--- config.mk ---
export PLATFORM = sky130hd
export DESIGN_NAME = parallella_spi
export DESIGN_NICKNAME = d
export VERILOG_FILES = /design/src/hdl/spi_pkg.sv /design/src/hdl/parallella_spi.sv /design/src/hdl/spi_master.sv /design/src/hdl/spi_regs.sv /design/src/hdl/spi_slave.sv
export SDC_FILE = /design/constraint.sdc
export NUM_CORES = 1
export LEC_CHECK = 0
export BUFFER_PORTS_ARGS = -buffer_cell sky130_fd_sc_hd__buf_2
export CORE_ASPECT_RATIO = 1.4
export CORE_MARGIN = 4
export CORE_UTILIZATION = 50
export CTS_CLUSTER_SIZE = 8
export DETAILED_ROUTE_END_ITERATION = 12
export GPL_TIMING_DRIVEN = 0
export PLACE_DENSITY = 0.87
export RECOVER_POWER = 25
export SLEW_MARGIN = 10
export SYNTH_ARGS = -nofsm -noshare
export SYNTH_HDL_FRONTEND = slang
export SYNTH_SLANG_ARGS = --single-unit
--- constraint.sdc ---
create_clock -name sys_clk -period 6.05 [get_ports sys_clk]
set_input_delay 0.3025 -clock sys_clk [delete_from_list [all_inputs] [get_ports sys_clk]]
set_output_delay 0.3025 -clock sys_clk [all_outputs]
set_load 0.005 [all_outputs]
--- src/hdl/spi_pkg.sv ---
// SPI peripheral definitions
package spi_pkg;

   //############################
   // Bus and frame types
   //############################
   typedef logic [5:0]  reg_addr_t;                   // Register byte address
   typedef logic [31:0] reg_data_t;                   // Register data word
   typedef logic [7:0]  spi_byte_t;                   // One SPI frame

   //############################
   // Register map
   //############################
   localparam reg_addr_t REG_CONFIG    = 6'h00;       // Enables, irq enable, divider
   localparam reg_addr_t REG_STATUS    = 6'h04;       // Busy, done, rx valid
   localparam reg_addr_t REG_MASTER_TX = 6'h08;       // Write starts a transfer
   localparam reg_addr_t REG_MASTER_RX = 6'h0C;       // Last byte from MISO
   localparam reg_addr_t REG_SLAVE_TX  = 6'h10;       // Reply byte for next frame
   localparam reg_addr_t REG_SLAVE_RX  = 6'h14;       // Read clears rx valid

   localparam int CFG_MASTER_EN  = 0;                 // CONFIG bits
   localparam int CFG_SLAVE_EN   = 1;
   localparam int CFG_IRQ_EN     = 2;
   localparam int CFG_DIV_LSB    = 8;                 // Divider in 15:8

   localparam int ST_MASTER_BUSY = 0;                 // STATUS bits
   localparam int ST_MASTER_DONE = 1;                 // Sticky, W1C
   localparam int ST_SLAVE_RXV   = 2;

   //############################
   // Pin bank
   //############################
   localparam int PIN_M_SCLK = 3;
   localparam int PIN_M_MOSI = 4;
   localparam int PIN_M_MISO = 5;
   localparam int PIN_M_SS   = 6;
   localparam int PIN_S_SCLK = 7;                     // Needs a clock capable pin
   localparam int PIN_S_MOSI = 8;
   localparam int PIN_S_MISO = 9;
   localparam int PIN_S_SS   = 10;

   localparam logic [23:0] GPIO_DIR_MASK = 24'h000258; // 1 = out, bits 3 4 6 9

endpackage

--- src/hdl/parallella_spi.sv ---
// Parallella SPI top level
module parallella_spi #(
   parameter int NGPIO       = 24,               // Pin bank width, at least 11
   parameter int SYNC_STAGES = 2                 // Slave input sync depth
) (
   input  logic               sys_clk,
   input  logic               arst_n,
   input  logic               reg_wr,
   input  logic               reg_rd,
   input  spi_pkg::reg_addr_t reg_addr,
   input  spi_pkg::reg_data_t reg_wdata,
   output spi_pkg::reg_data_t reg_rdata,
   output logic               reg_rvalid,
   output logic               spi_irq,
   input  logic [NGPIO-1:0]   gpio_in,
   output logic [NGPIO-1:0]   gpio_out,
   output logic [NGPIO-1:0]   gpio_dir           // 1 = out
);

   logic               spi_m_sclk;
   logic               spi_m_mosi;
   logic               spi_m_ss;
   logic               spi_m_miso;
   logic               spi_s_sclk;
   logic               spi_s_mosi;
   logic               spi_s_ss;
   logic               spi_s_miso;
   logic               m_start;
   spi_pkg::spi_byte_t m_txbyte;
   logic [7:0]         m_div;
   logic               m_busy;
   logic               m_done;
   spi_pkg::spi_byte_t m_rxbyte;
   logic               s_en;
   spi_pkg::spi_byte_t s_txbyte;
   logic               s_rxstrobe;
   spi_pkg::spi_byte_t s_rxbyte;

   //############################
   // Pin mapping
   //############################
   assign spi_m_miso = gpio_in[spi_pkg::PIN_M_MISO];
   assign spi_s_sclk = gpio_in[spi_pkg::PIN_S_SCLK];
   assign spi_s_mosi = gpio_in[spi_pkg::PIN_S_MOSI];
   assign spi_s_ss   = gpio_in[spi_pkg::PIN_S_SS];
   assign gpio_dir   = NGPIO'(spi_pkg::GPIO_DIR_MASK);

   always_comb begin
      gpio_out                      = '0;        // Unused pins low
      gpio_out[spi_pkg::PIN_M_SCLK] = spi_m_sclk;
      gpio_out[spi_pkg::PIN_M_MOSI] = spi_m_mosi;
      gpio_out[spi_pkg::PIN_M_SS]   = spi_m_ss;
      gpio_out[spi_pkg::PIN_S_MISO] = spi_s_miso;
   end

   //############################
   // Blocks
   //############################
   spi_regs spi_regs (
      .sys_clk    (sys_clk),
      .arst_n     (arst_n),
      .reg_wr     (reg_wr),
      .reg_rd     (reg_rd),
      .reg_addr   (reg_addr),
      .reg_wdata  (reg_wdata),
      .reg_rdata  (reg_rdata),
      .reg_rvalid (reg_rvalid),
      .spi_irq    (spi_irq),
      .m_start    (m_start),
      .m_txbyte   (m_txbyte),
      .m_div      (m_div),
      .m_busy     (m_busy),
      .m_done     (m_done),
      .m_rxbyte   (m_rxbyte),
      .s_en       (s_en),
      .s_txbyte   (s_txbyte),
      .s_rxstrobe (s_rxstrobe),
      .s_rxbyte   (s_rxbyte)
   );

   spi_master spi_master (
      .sys_clk  (sys_clk),
      .arst_n   (arst_n),
      .m_start  (m_start),
      .m_txbyte (m_txbyte),
      .m_div    (m_div),
      .miso     (spi_m_miso),
      .sclk     (spi_m_sclk),
      .mosi     (spi_m_mosi),
      .ss       (spi_m_ss),
      .m_busy   (m_busy),
      .m_done   (m_done),
      .m_rxbyte (m_rxbyte)
   );

   spi_slave #(.SYNC_STAGES(SYNC_STAGES)) spi_slave (
      .sys_clk    (sys_clk),
      .arst_n     (arst_n),
      .s_en       (s_en),
      .s_txbyte   (s_txbyte),
      .sclk       (spi_s_sclk),
      .mosi       (spi_s_mosi),
      .ss         (spi_s_ss),
      .miso       (spi_s_miso),
      .s_rxstrobe (s_rxstrobe),
      .s_rxbyte   (s_rxbyte)
   );

endmodule

--- src/hdl/spi_master.sv ---
// SPI master shift engine
module spi_master (
   input  logic               sys_clk,
   input  logic               arst_n,
   input  logic               m_start,           // One cycle kick
   input  spi_pkg::spi_byte_t m_txbyte,
   input  logic [7:0]         m_div,             // Half period is m_div+1 cycles
   input  logic               miso,
   output logic               sclk,              // Mode 0, idles low
   output logic               mosi,
   output logic               ss,                // Active low
   output logic               m_busy,
   output logic               m_done,            // Pulse at end of frame
   output spi_pkg::spi_byte_t m_rxbyte
);

   logic [7:0]         div_cnt;                  // Cycles into half period
   logic [3:0]         half_cnt;                 // 16 halves per frame
   logic               tick;                     // Half period boundary
   logic               last_half;
   spi_pkg::spi_byte_t shreg;                    // TX out the top, RX in the bottom

   assign tick      = m_busy && (div_cnt >= m_div);
   assign last_half = (half_cnt == 4'd15);

   //############################
   // Frame control
   //############################
   always_ff @(posedge sys_clk or negedge arst_n) begin
      if (!arst_n) begin
         m_busy   <= 1'b0;
         m_done   <= 1'b0;
         ss       <= 1'b1;
         sclk     <= 1'b0;
         mosi     <= 1'b0;
         div_cnt  <= '0;
         half_cnt <= '0;
      end else begin
         m_done <= 1'b0;
         if (m_start && !m_busy) begin
            m_busy   <= 1'b1;
            ss       <= 1'b0;                    // SS low the cycle after start
            mosi     <= m_txbyte[7];             // MSB set up before first rise
            div_cnt  <= '0;
            half_cnt <= '0;
         end else if (tick) begin
            div_cnt  <= '0;
            sclk     <= ~sclk;
            half_cnt <= half_cnt + 4'd1;
            if (sclk) begin                      // Falling edge
               if (last_half) begin
                  m_busy <= 1'b0;
                  m_done <= 1'b1;
                  ss     <= 1'b1;
                  mosi   <= 1'b0;
               end else begin
                  mosi <= shreg[7];              // Next bit out
               end
            end
         end else if (m_busy) begin
            div_cnt <= div_cnt + 8'd1;
         end
      end
   end

   //############################
   // Shift datapath
   //############################
   always_ff @(posedge sys_clk) begin
      if (m_start && !m_busy)
         shreg <= m_txbyte;
      else if (tick && !sclk)
         shreg <= {shreg[6:0], miso};            // Sample on rising edge
      if (tick && sclk && last_half)
         m_rxbyte <= shreg;                      // Whole byte in by now
   end

endmodule

--- src/hdl/spi_regs.sv ---
// SPI register block
module spi_regs (
   input  logic               sys_clk,
   input  logic               arst_n,
   input  logic               reg_wr,            // Write strobe
   input  logic               reg_rd,            // Read strobe
   input  spi_pkg::reg_addr_t reg_addr,
   input  spi_pkg::reg_data_t reg_wdata,
   output spi_pkg::reg_data_t reg_rdata,
   output logic               reg_rvalid,        // One cycle after reg_rd
   output logic               spi_irq,
   output logic               m_start,           // Pulse to master
   output spi_pkg::spi_byte_t m_txbyte,
   output logic [7:0]         m_div,             // SCLK half period minus one
   input  logic               m_busy,
   input  logic               m_done,            // Pulse at end of frame
   input  spi_pkg::spi_byte_t m_rxbyte,
   output logic               s_en,
   output spi_pkg::spi_byte_t s_txbyte,
   input  logic               s_rxstrobe,        // Pulse on 8th slave bit
   input  spi_pkg::spi_byte_t s_rxbyte
);

   logic               m_en;                     // CONFIG master enable
   logic               irq_en;                   // CONFIG irq enable
   logic               done_flag;                // Sticky master done
   logic               rxv_flag;                 // Slave byte waiting
   spi_pkg::spi_byte_t m_rx_q;                   // MASTER_RX
   spi_pkg::spi_byte_t s_rx_q;                   // SLAVE_RX
   spi_pkg::reg_data_t rd_mux;
   logic               wr_cfg;
   logic               wr_status;
   logic               wr_mtx;
   logic               wr_stx;
   logic               rd_srx;

   //############################
   // Access decode
   //############################
   assign wr_cfg    = reg_wr && (reg_addr == spi_pkg::REG_CONFIG);
   assign wr_status = reg_wr && (reg_addr == spi_pkg::REG_STATUS);
   assign wr_mtx    = reg_wr && (reg_addr == spi_pkg::REG_MASTER_TX);
   assign wr_stx    = reg_wr && (reg_addr == spi_pkg::REG_SLAVE_TX);
   assign rd_srx    = reg_rd && (reg_addr == spi_pkg::REG_SLAVE_RX);

   //############################
   // Registers and flags
   //############################
   always_ff @(posedge sys_clk or negedge arst_n) begin
      if (!arst_n) begin
         m_en       <= 1'b0;
         s_en       <= 1'b0;
         irq_en     <= 1'b0;
         m_div      <= '0;
         m_txbyte   <= '0;
         s_txbyte   <= '0;
         m_rx_q     <= '0;
         s_rx_q     <= '0;
         done_flag  <= 1'b0;
         rxv_flag   <= 1'b0;
         m_start    <= 1'b0;
         spi_irq    <= 1'b0;
         reg_rvalid <= 1'b0;
         reg_rdata  <= '0;
      end else begin
         if (wr_cfg) begin
            m_en   <= reg_wdata[spi_pkg::CFG_MASTER_EN];
            s_en   <= reg_wdata[spi_pkg::CFG_SLAVE_EN];
            irq_en <= reg_wdata[spi_pkg::CFG_IRQ_EN];
            m_div  <= reg_wdata[spi_pkg::CFG_DIV_LSB +: 8];
         end
         if (wr_stx)
            s_txbyte <= reg_wdata[7:0];                  // Used from next SS fall
         m_start <= 1'b0;
         if (wr_mtx && !m_busy && !m_start) begin        // Dropped while a frame runs
            m_txbyte <= reg_wdata[7:0];
            m_start  <= m_en;                            // Kick only when enabled
         end
         if (m_done) begin                               // Set wins over clear
            done_flag <= 1'b1;
            m_rx_q    <= m_rxbyte;
         end else if (wr_status && reg_wdata[spi_pkg::ST_MASTER_DONE]) begin
            done_flag <= 1'b0;                           // W1C
         end
         if (s_rxstrobe) begin
            rxv_flag <= 1'b1;
            s_rx_q   <= s_rxbyte;
         end else if (rd_srx) begin
            rxv_flag <= 1'b0;                            // Cleared by reading the byte
         end
         spi_irq    <= irq_en & (done_flag | rxv_flag);  // Level irq
         reg_rvalid <= reg_rd;
         if (reg_rd)
            reg_rdata <= rd_mux;
      end
   end

   //############################
   // Read mux
   //############################
   always_comb begin
      rd_mux = '0;                                       // Unmapped reads zero
      case (reg_addr)
         spi_pkg::REG_CONFIG: begin
            rd_mux[spi_pkg::CFG_MASTER_EN]    = m_en;
            rd_mux[spi_pkg::CFG_SLAVE_EN]     = s_en;
            rd_mux[spi_pkg::CFG_IRQ_EN]       = irq_en;
            rd_mux[spi_pkg::CFG_DIV_LSB +: 8] = m_div;
         end
         spi_pkg::REG_STATUS: begin
            rd_mux[spi_pkg::ST_MASTER_BUSY] = m_busy | m_start | m_done; // Until done flag
            rd_mux[spi_pkg::ST_MASTER_DONE] = done_flag;
            rd_mux[spi_pkg::ST_SLAVE_RXV]   = rxv_flag;
         end
         spi_pkg::REG_MASTER_TX: rd_mux[7:0] = m_txbyte;
         spi_pkg::REG_MASTER_RX: rd_mux[7:0] = m_rx_q;
         spi_pkg::REG_SLAVE_TX:  rd_mux[7:0] = s_txbyte;
         spi_pkg::REG_SLAVE_RX:  rd_mux[7:0] = s_rx_q;
         default:                rd_mux      = '0;
      endcase
   end

endmodule

--- src/hdl/spi_slave.sv ---
// SPI slave shift engine
module spi_slave #(
   parameter int SYNC_STAGES = 2                 // 2 or 3
) (
   input  logic               sys_clk,
   input  logic               arst_n,
   input  logic               s_en,
   input  spi_pkg::spi_byte_t s_txbyte,          // Reply for next frame
   input  logic               sclk,              // Async pins
   input  logic               mosi,
   input  logic               ss,
   output logic               miso,
   output logic               s_rxstrobe,        // Pulse on 8th bit
   output spi_pkg::spi_byte_t s_rxbyte
);

   logic [SYNC_STAGES-1:0][2:0] sync_q;          // {ss, mosi, sclk} per stage
   logic               ss_s;
   logic               mosi_s;
   logic               sclk_s;
   logic               sclk_d;                   // Previous synced SCLK
   logic               sclk_rise;
   logic               sclk_fall;
   logic               active;                   // Enabled and selected
   logic [2:0]         bit_cnt;
   spi_pkg::spi_byte_t tx_shreg;
   spi_pkg::spi_byte_t rx_shreg;

   //############################
   // Sync and edge detect
   //############################
   assign {ss_s, mosi_s, sclk_s} = sync_q[SYNC_STAGES-1];
   assign sclk_rise = sclk_s & ~sclk_d;
   assign sclk_fall = ~sclk_s & sclk_d;
   assign active    = s_en & ~ss_s;

   // Next bit goes out while the fall is being registered, which buys the
   // master one cycle of setup at slow dividers
   assign miso = !active ? 1'b1 : (sclk_fall ? tx_shreg[6] : tx_shreg[7]);

   always_ff @(posedge sys_clk or negedge arst_n) begin
      if (!arst_n) begin
         sync_q     <= {SYNC_STAGES{3'b100}};    // SS high, rest low
         sclk_d     <= 1'b0;
         bit_cnt    <= '0;
         s_rxstrobe <= 1'b0;
      end else begin
         sync_q     <= {sync_q[SYNC_STAGES-2:0], {ss, mosi, sclk}};
         sclk_d     <= sclk_s;
         s_rxstrobe <= 1'b0;
         if (!active) begin
            bit_cnt <= '0;                       // Frame restarts on next SS fall
         end else if (sclk_rise) begin
            bit_cnt    <= bit_cnt + 3'd1;
            s_rxstrobe <= (bit_cnt == 3'd7);
         end
      end
   end

   //############################
   // Shift datapath
   //############################
   always_ff @(posedge sys_clk) begin
      if (!active)
         tx_shreg <= s_txbyte;                   // Preload while idle
      else if (sclk_fall)
         tx_shreg <= {tx_shreg[6:0], 1'b1};      // Advance MISO
      if (sclk_rise)
         rx_shreg <= {rx_shreg[6:0], mosi_s};    // Sample MOSI
      if (active && sclk_rise && (bit_cnt == 3'd7))
         s_rxbyte <= {rx_shreg[6:0], mosi_s};
   end

endmodule

==> results.toml <==
[global_routing]
grt_start_max_net_pins = 48
grt_pass1_wl_mm = 21.0
grt_pass1_vias = 4144
grtUsageTotal_pct = 20.0
overflow = 0
antenna_found_initial = 0

[hold_path]
min_to = "spi_regs.m_div[1]"
holdPathStages = 2
holdCritStartpoint = "reg_wdata[9]"
min_path_type = "in2reg"

[power_and_ir_drop]
p_leak_uw = 0.00362
p_comb_share_pct = 9.0
ir_drop_mv = 0.303
p_sw_share_pct = 21.3
clock_power_share_pct = 49.4
intPower_uw = 1930
powerDensity_nw_per_um2 = 331
p_seq_share_pct = 41.6
switchingPower_uw = 520

[synth]
synth-seq-cells = 131
netlist_instances = 473
async_flop_share_pct = 70.2
syn_area_sq_um = 5980
synth-edff-count = 39
synth_warnings = 0
synth_ff_type = "dfrtp_1"
yosysSeqAreaShare_pct = 58.2
avgSynthCellArea_sq_um = 12.6
ys_types = 49

[clock_tree]
post-cts-setup-buffer-count = 0
clkSinkCount = 131
cts_root_buf = "clkbuf_16"
cts_tree = "yes"
ctsLongestPathBuffers = 2
cts_resized = 0
clk_latency_ps = 410
numCtsBuffers = 17
h-tree-depth = 4
cts_hold_buf = 4
clk_pin_slew_ps = 60

[timing]
slew_headroom_pct = -76.0
fin_skew_ps = 11.8
max_freq_mhz = 329
finalCriticalPeriod_ps = 3040
rsz0062_at_grt = "false"
slew_viol_final = 47
setup_viol = 0
hold_viol_final = 0
finalCritPeriodShare_pct = 50.3
worst_slew_pin_slew_ps = 2640
fin_tns_setup_ps = 0

[die]
die_x_um = 100
ios = 148
placementRows = 47
die_y_um = 137
core-area_sq_um = 11800
die_area_sq_um = 13800
floorplan.initialDensity_pct = 50.8

[route]
detailedRoute.firstIterationViolations = 294
drt_pass1_iterations = 6
antenna_left = 0
wirelength_mm = 13.3
drc = 0
wl_per_cell_um = 17.4
vias_per_cell = 5.22
via_count = 3997

[place]
place_inst = 730
globalplace.congestion = 0.813
dp.final_hpwl_mm = 9.32
io_buffers = 51

[run]
drv_cap = 1

[setup_path]
cp.arrival_ps = 3070
critical_path_class = "reg2reg"
endpoint_kind = "flip-flop"
required_ps = 6070
r2r-start = "spi_master.div_cnt[3]"
worst_r2r_path_depth = 7
r2r-end = "spi_master.shreg[7]"
rrSetupSlack_ps = 3010
cp-startpoint = "spi_master.div_cnt[3]"
worstPathMaxFanout = 10
start_kind = "flip-flop"

[cells_and_area]
fin_cells = 766
nNetsFinal = 684
antennaDiodeCount = 0
drive_gt1_share_pct = 34.1
synthToLayoutAreaGrowth_pct = 23.7

[status]
violations = "max-capacitance violations, max-slew violations"
outcome = "finished with violations"
[per-stage QoR]
| step | setup slack [ps] | total power [uW] | instance area (sq um) | util (%) | hold slack, ps |
|---|---|---|---|---|---|
| after floorplan | 3520 | 1170 | 6190 | - | 6.91 |
| after global placement | 3110 | 1230 | 6630 | 56.4 | 337 |
| after detailed placement | 3060 | 1250 | 6660 | 56.6 | 338 |
| after CTS | 2990 | 2450 | 7400 | 62.9 | 101 |
| after global routing | 2850 | 2520 | 7390 | 62.9 | 118 |
| final | 3010 | 2440 | 7390 | 62.9 | 123 |
[synthesized netlist by cell type, types with 3 or more instances]
library cell  instances  area share [%]
a21o_1                8             1.0
a21oi_1              10            0.84
a222oi_1              8             1.3
a22o_1                3            0.44
a31oi_1               4            0.42
and3_1                6            0.63
buf_4                65             8.2
clkbuf_1             12            0.75
dfrtp_1              89              37
dfstp_2               3             1.3
edfxtp_1             39              20
ha_1                 12             2.5
inv_1                11            0.69
mux2_2               41             7.7
mux2_4               10             2.5
mux2i_1               4            0.67
nand2_1              56             3.5
nand2b_1              6            0.63
nand3_1              12             1.0
nor2_1               13            0.82
nor2b_1               4            0.42
nor3_1                4            0.34
o21a_1                3            0.38
o21ai_0               6            0.50
o2bb2ai_1             8             1.2
xnor2_1               5            0.73
[layout by cell type, fill, tap and decap left out, drive strengths merged, types with 8 or more instances in the layout]
| cell | n |
|---|---|
| a222oi | 8 |
| a21o | 8 |
| conb | 60 |
| dfrtp | 89 |
| clkbuf | 36 |
| inv | 11 |
| a21oi | 10 |
| nand2 | 57 |
| mux2 | 51 |
| nor2 | 13 |
| ha | 12 |
| buf | 119 |
| nand3 | 12 |
| o2bb2ai | 8 |
| edfxtp | 39 |
[critical path, cell delays in order, from the launching register on]
cell,delay (ps)
dfrtp_1,430
ha_1,300
o21a_1,120
nor2_1,40
o41a_1,400
buf_2,200
nand2b_1,200
o21ai_0,960
[per-layer routing]
layer / part of all wire (%) / track usage [%] / wire, um / up-vias
li1: - / - / - / 1823
met1: 34 / 19.7 / 4530 / 1995
met2: 58 / 39.0 / 7760 / 151
met3: 5.9 / 5.07 / 789 / 28
met4: 1.9 / 8.01 / 249 / 0
met5: 0 / 0 / 0 / -
[registers in the layout, indices dropped and copies added (netlist names), 3 cells and up]
signal and flops:
spi_regs.reg_rdata 16, spi_master.div_cnt 8, spi_master.m_rxbyte 8, spi_master.shreg 8, spi_regs.m_div 8, spi_regs.m_rx_q 8, spi_regs.m_txbyte 8, spi_regs.s_rx_q 8
spi_regs.s_txbyte 8, spi_slave.s_rxbyte 8, spi_slave.tx_shreg 8, spi_slave.rx_shreg 7, spi_master.half_cnt 4, spi_slave.bit_cnt 3, spi_slave.sync_q 3
[logic make-up after synthesis]
group / count (synthesis) / share of synthesized area, %
AND/OR/NAND/NOR: 114 / 9.59
AO/OA/AOI/OAI: 60 / 7.62
flip-flops: 131 / 58.2
XOR/XNOR: 7 / 1.03
other: 2 / 0.126
buffers and inverters: 92 / 10.0
adder cells (fa/ha/maj): 12 / 2.51
multiplexers: 55 / 10.9
[power groups by stage]
stage	logic, uW	registers (uW)	clock network (uW)
after global routing	248	1020	1250
after global placement	202	1030	0
after detailed placement	215	1030	0
after CTS	221	1020	1220
final	220	1020	1210
after floorplan	152	1010	0
[worst max path at each step]
stage	end	slack (ps)	cells past startpoint
floorplan	spi_master.shreg[0]	3520	7
global placement	spi_master.shreg[0]	3110	7
detailed placement	spi_master.shreg[1]	3060	8
CTS	spi_master.shreg[7]	2990	7
global route	spi_master.shreg[7]	2850	8
finish	spi_master.shreg[7]	3010	7
[final cells by class]
cell class                      instances  area, sq um
Tap cell                              147          184
Buffer                                 81          558
Clock inverter                         10          225
Inverter                               11         41.3
Timing Repair Buffer                   56          313
Fill cell                             851         4370
Multi-Input combinational cell        308         2120
Clock buffer                           22          474
Sequential cell                       131         3480
(Power assumes the default switching activity.)
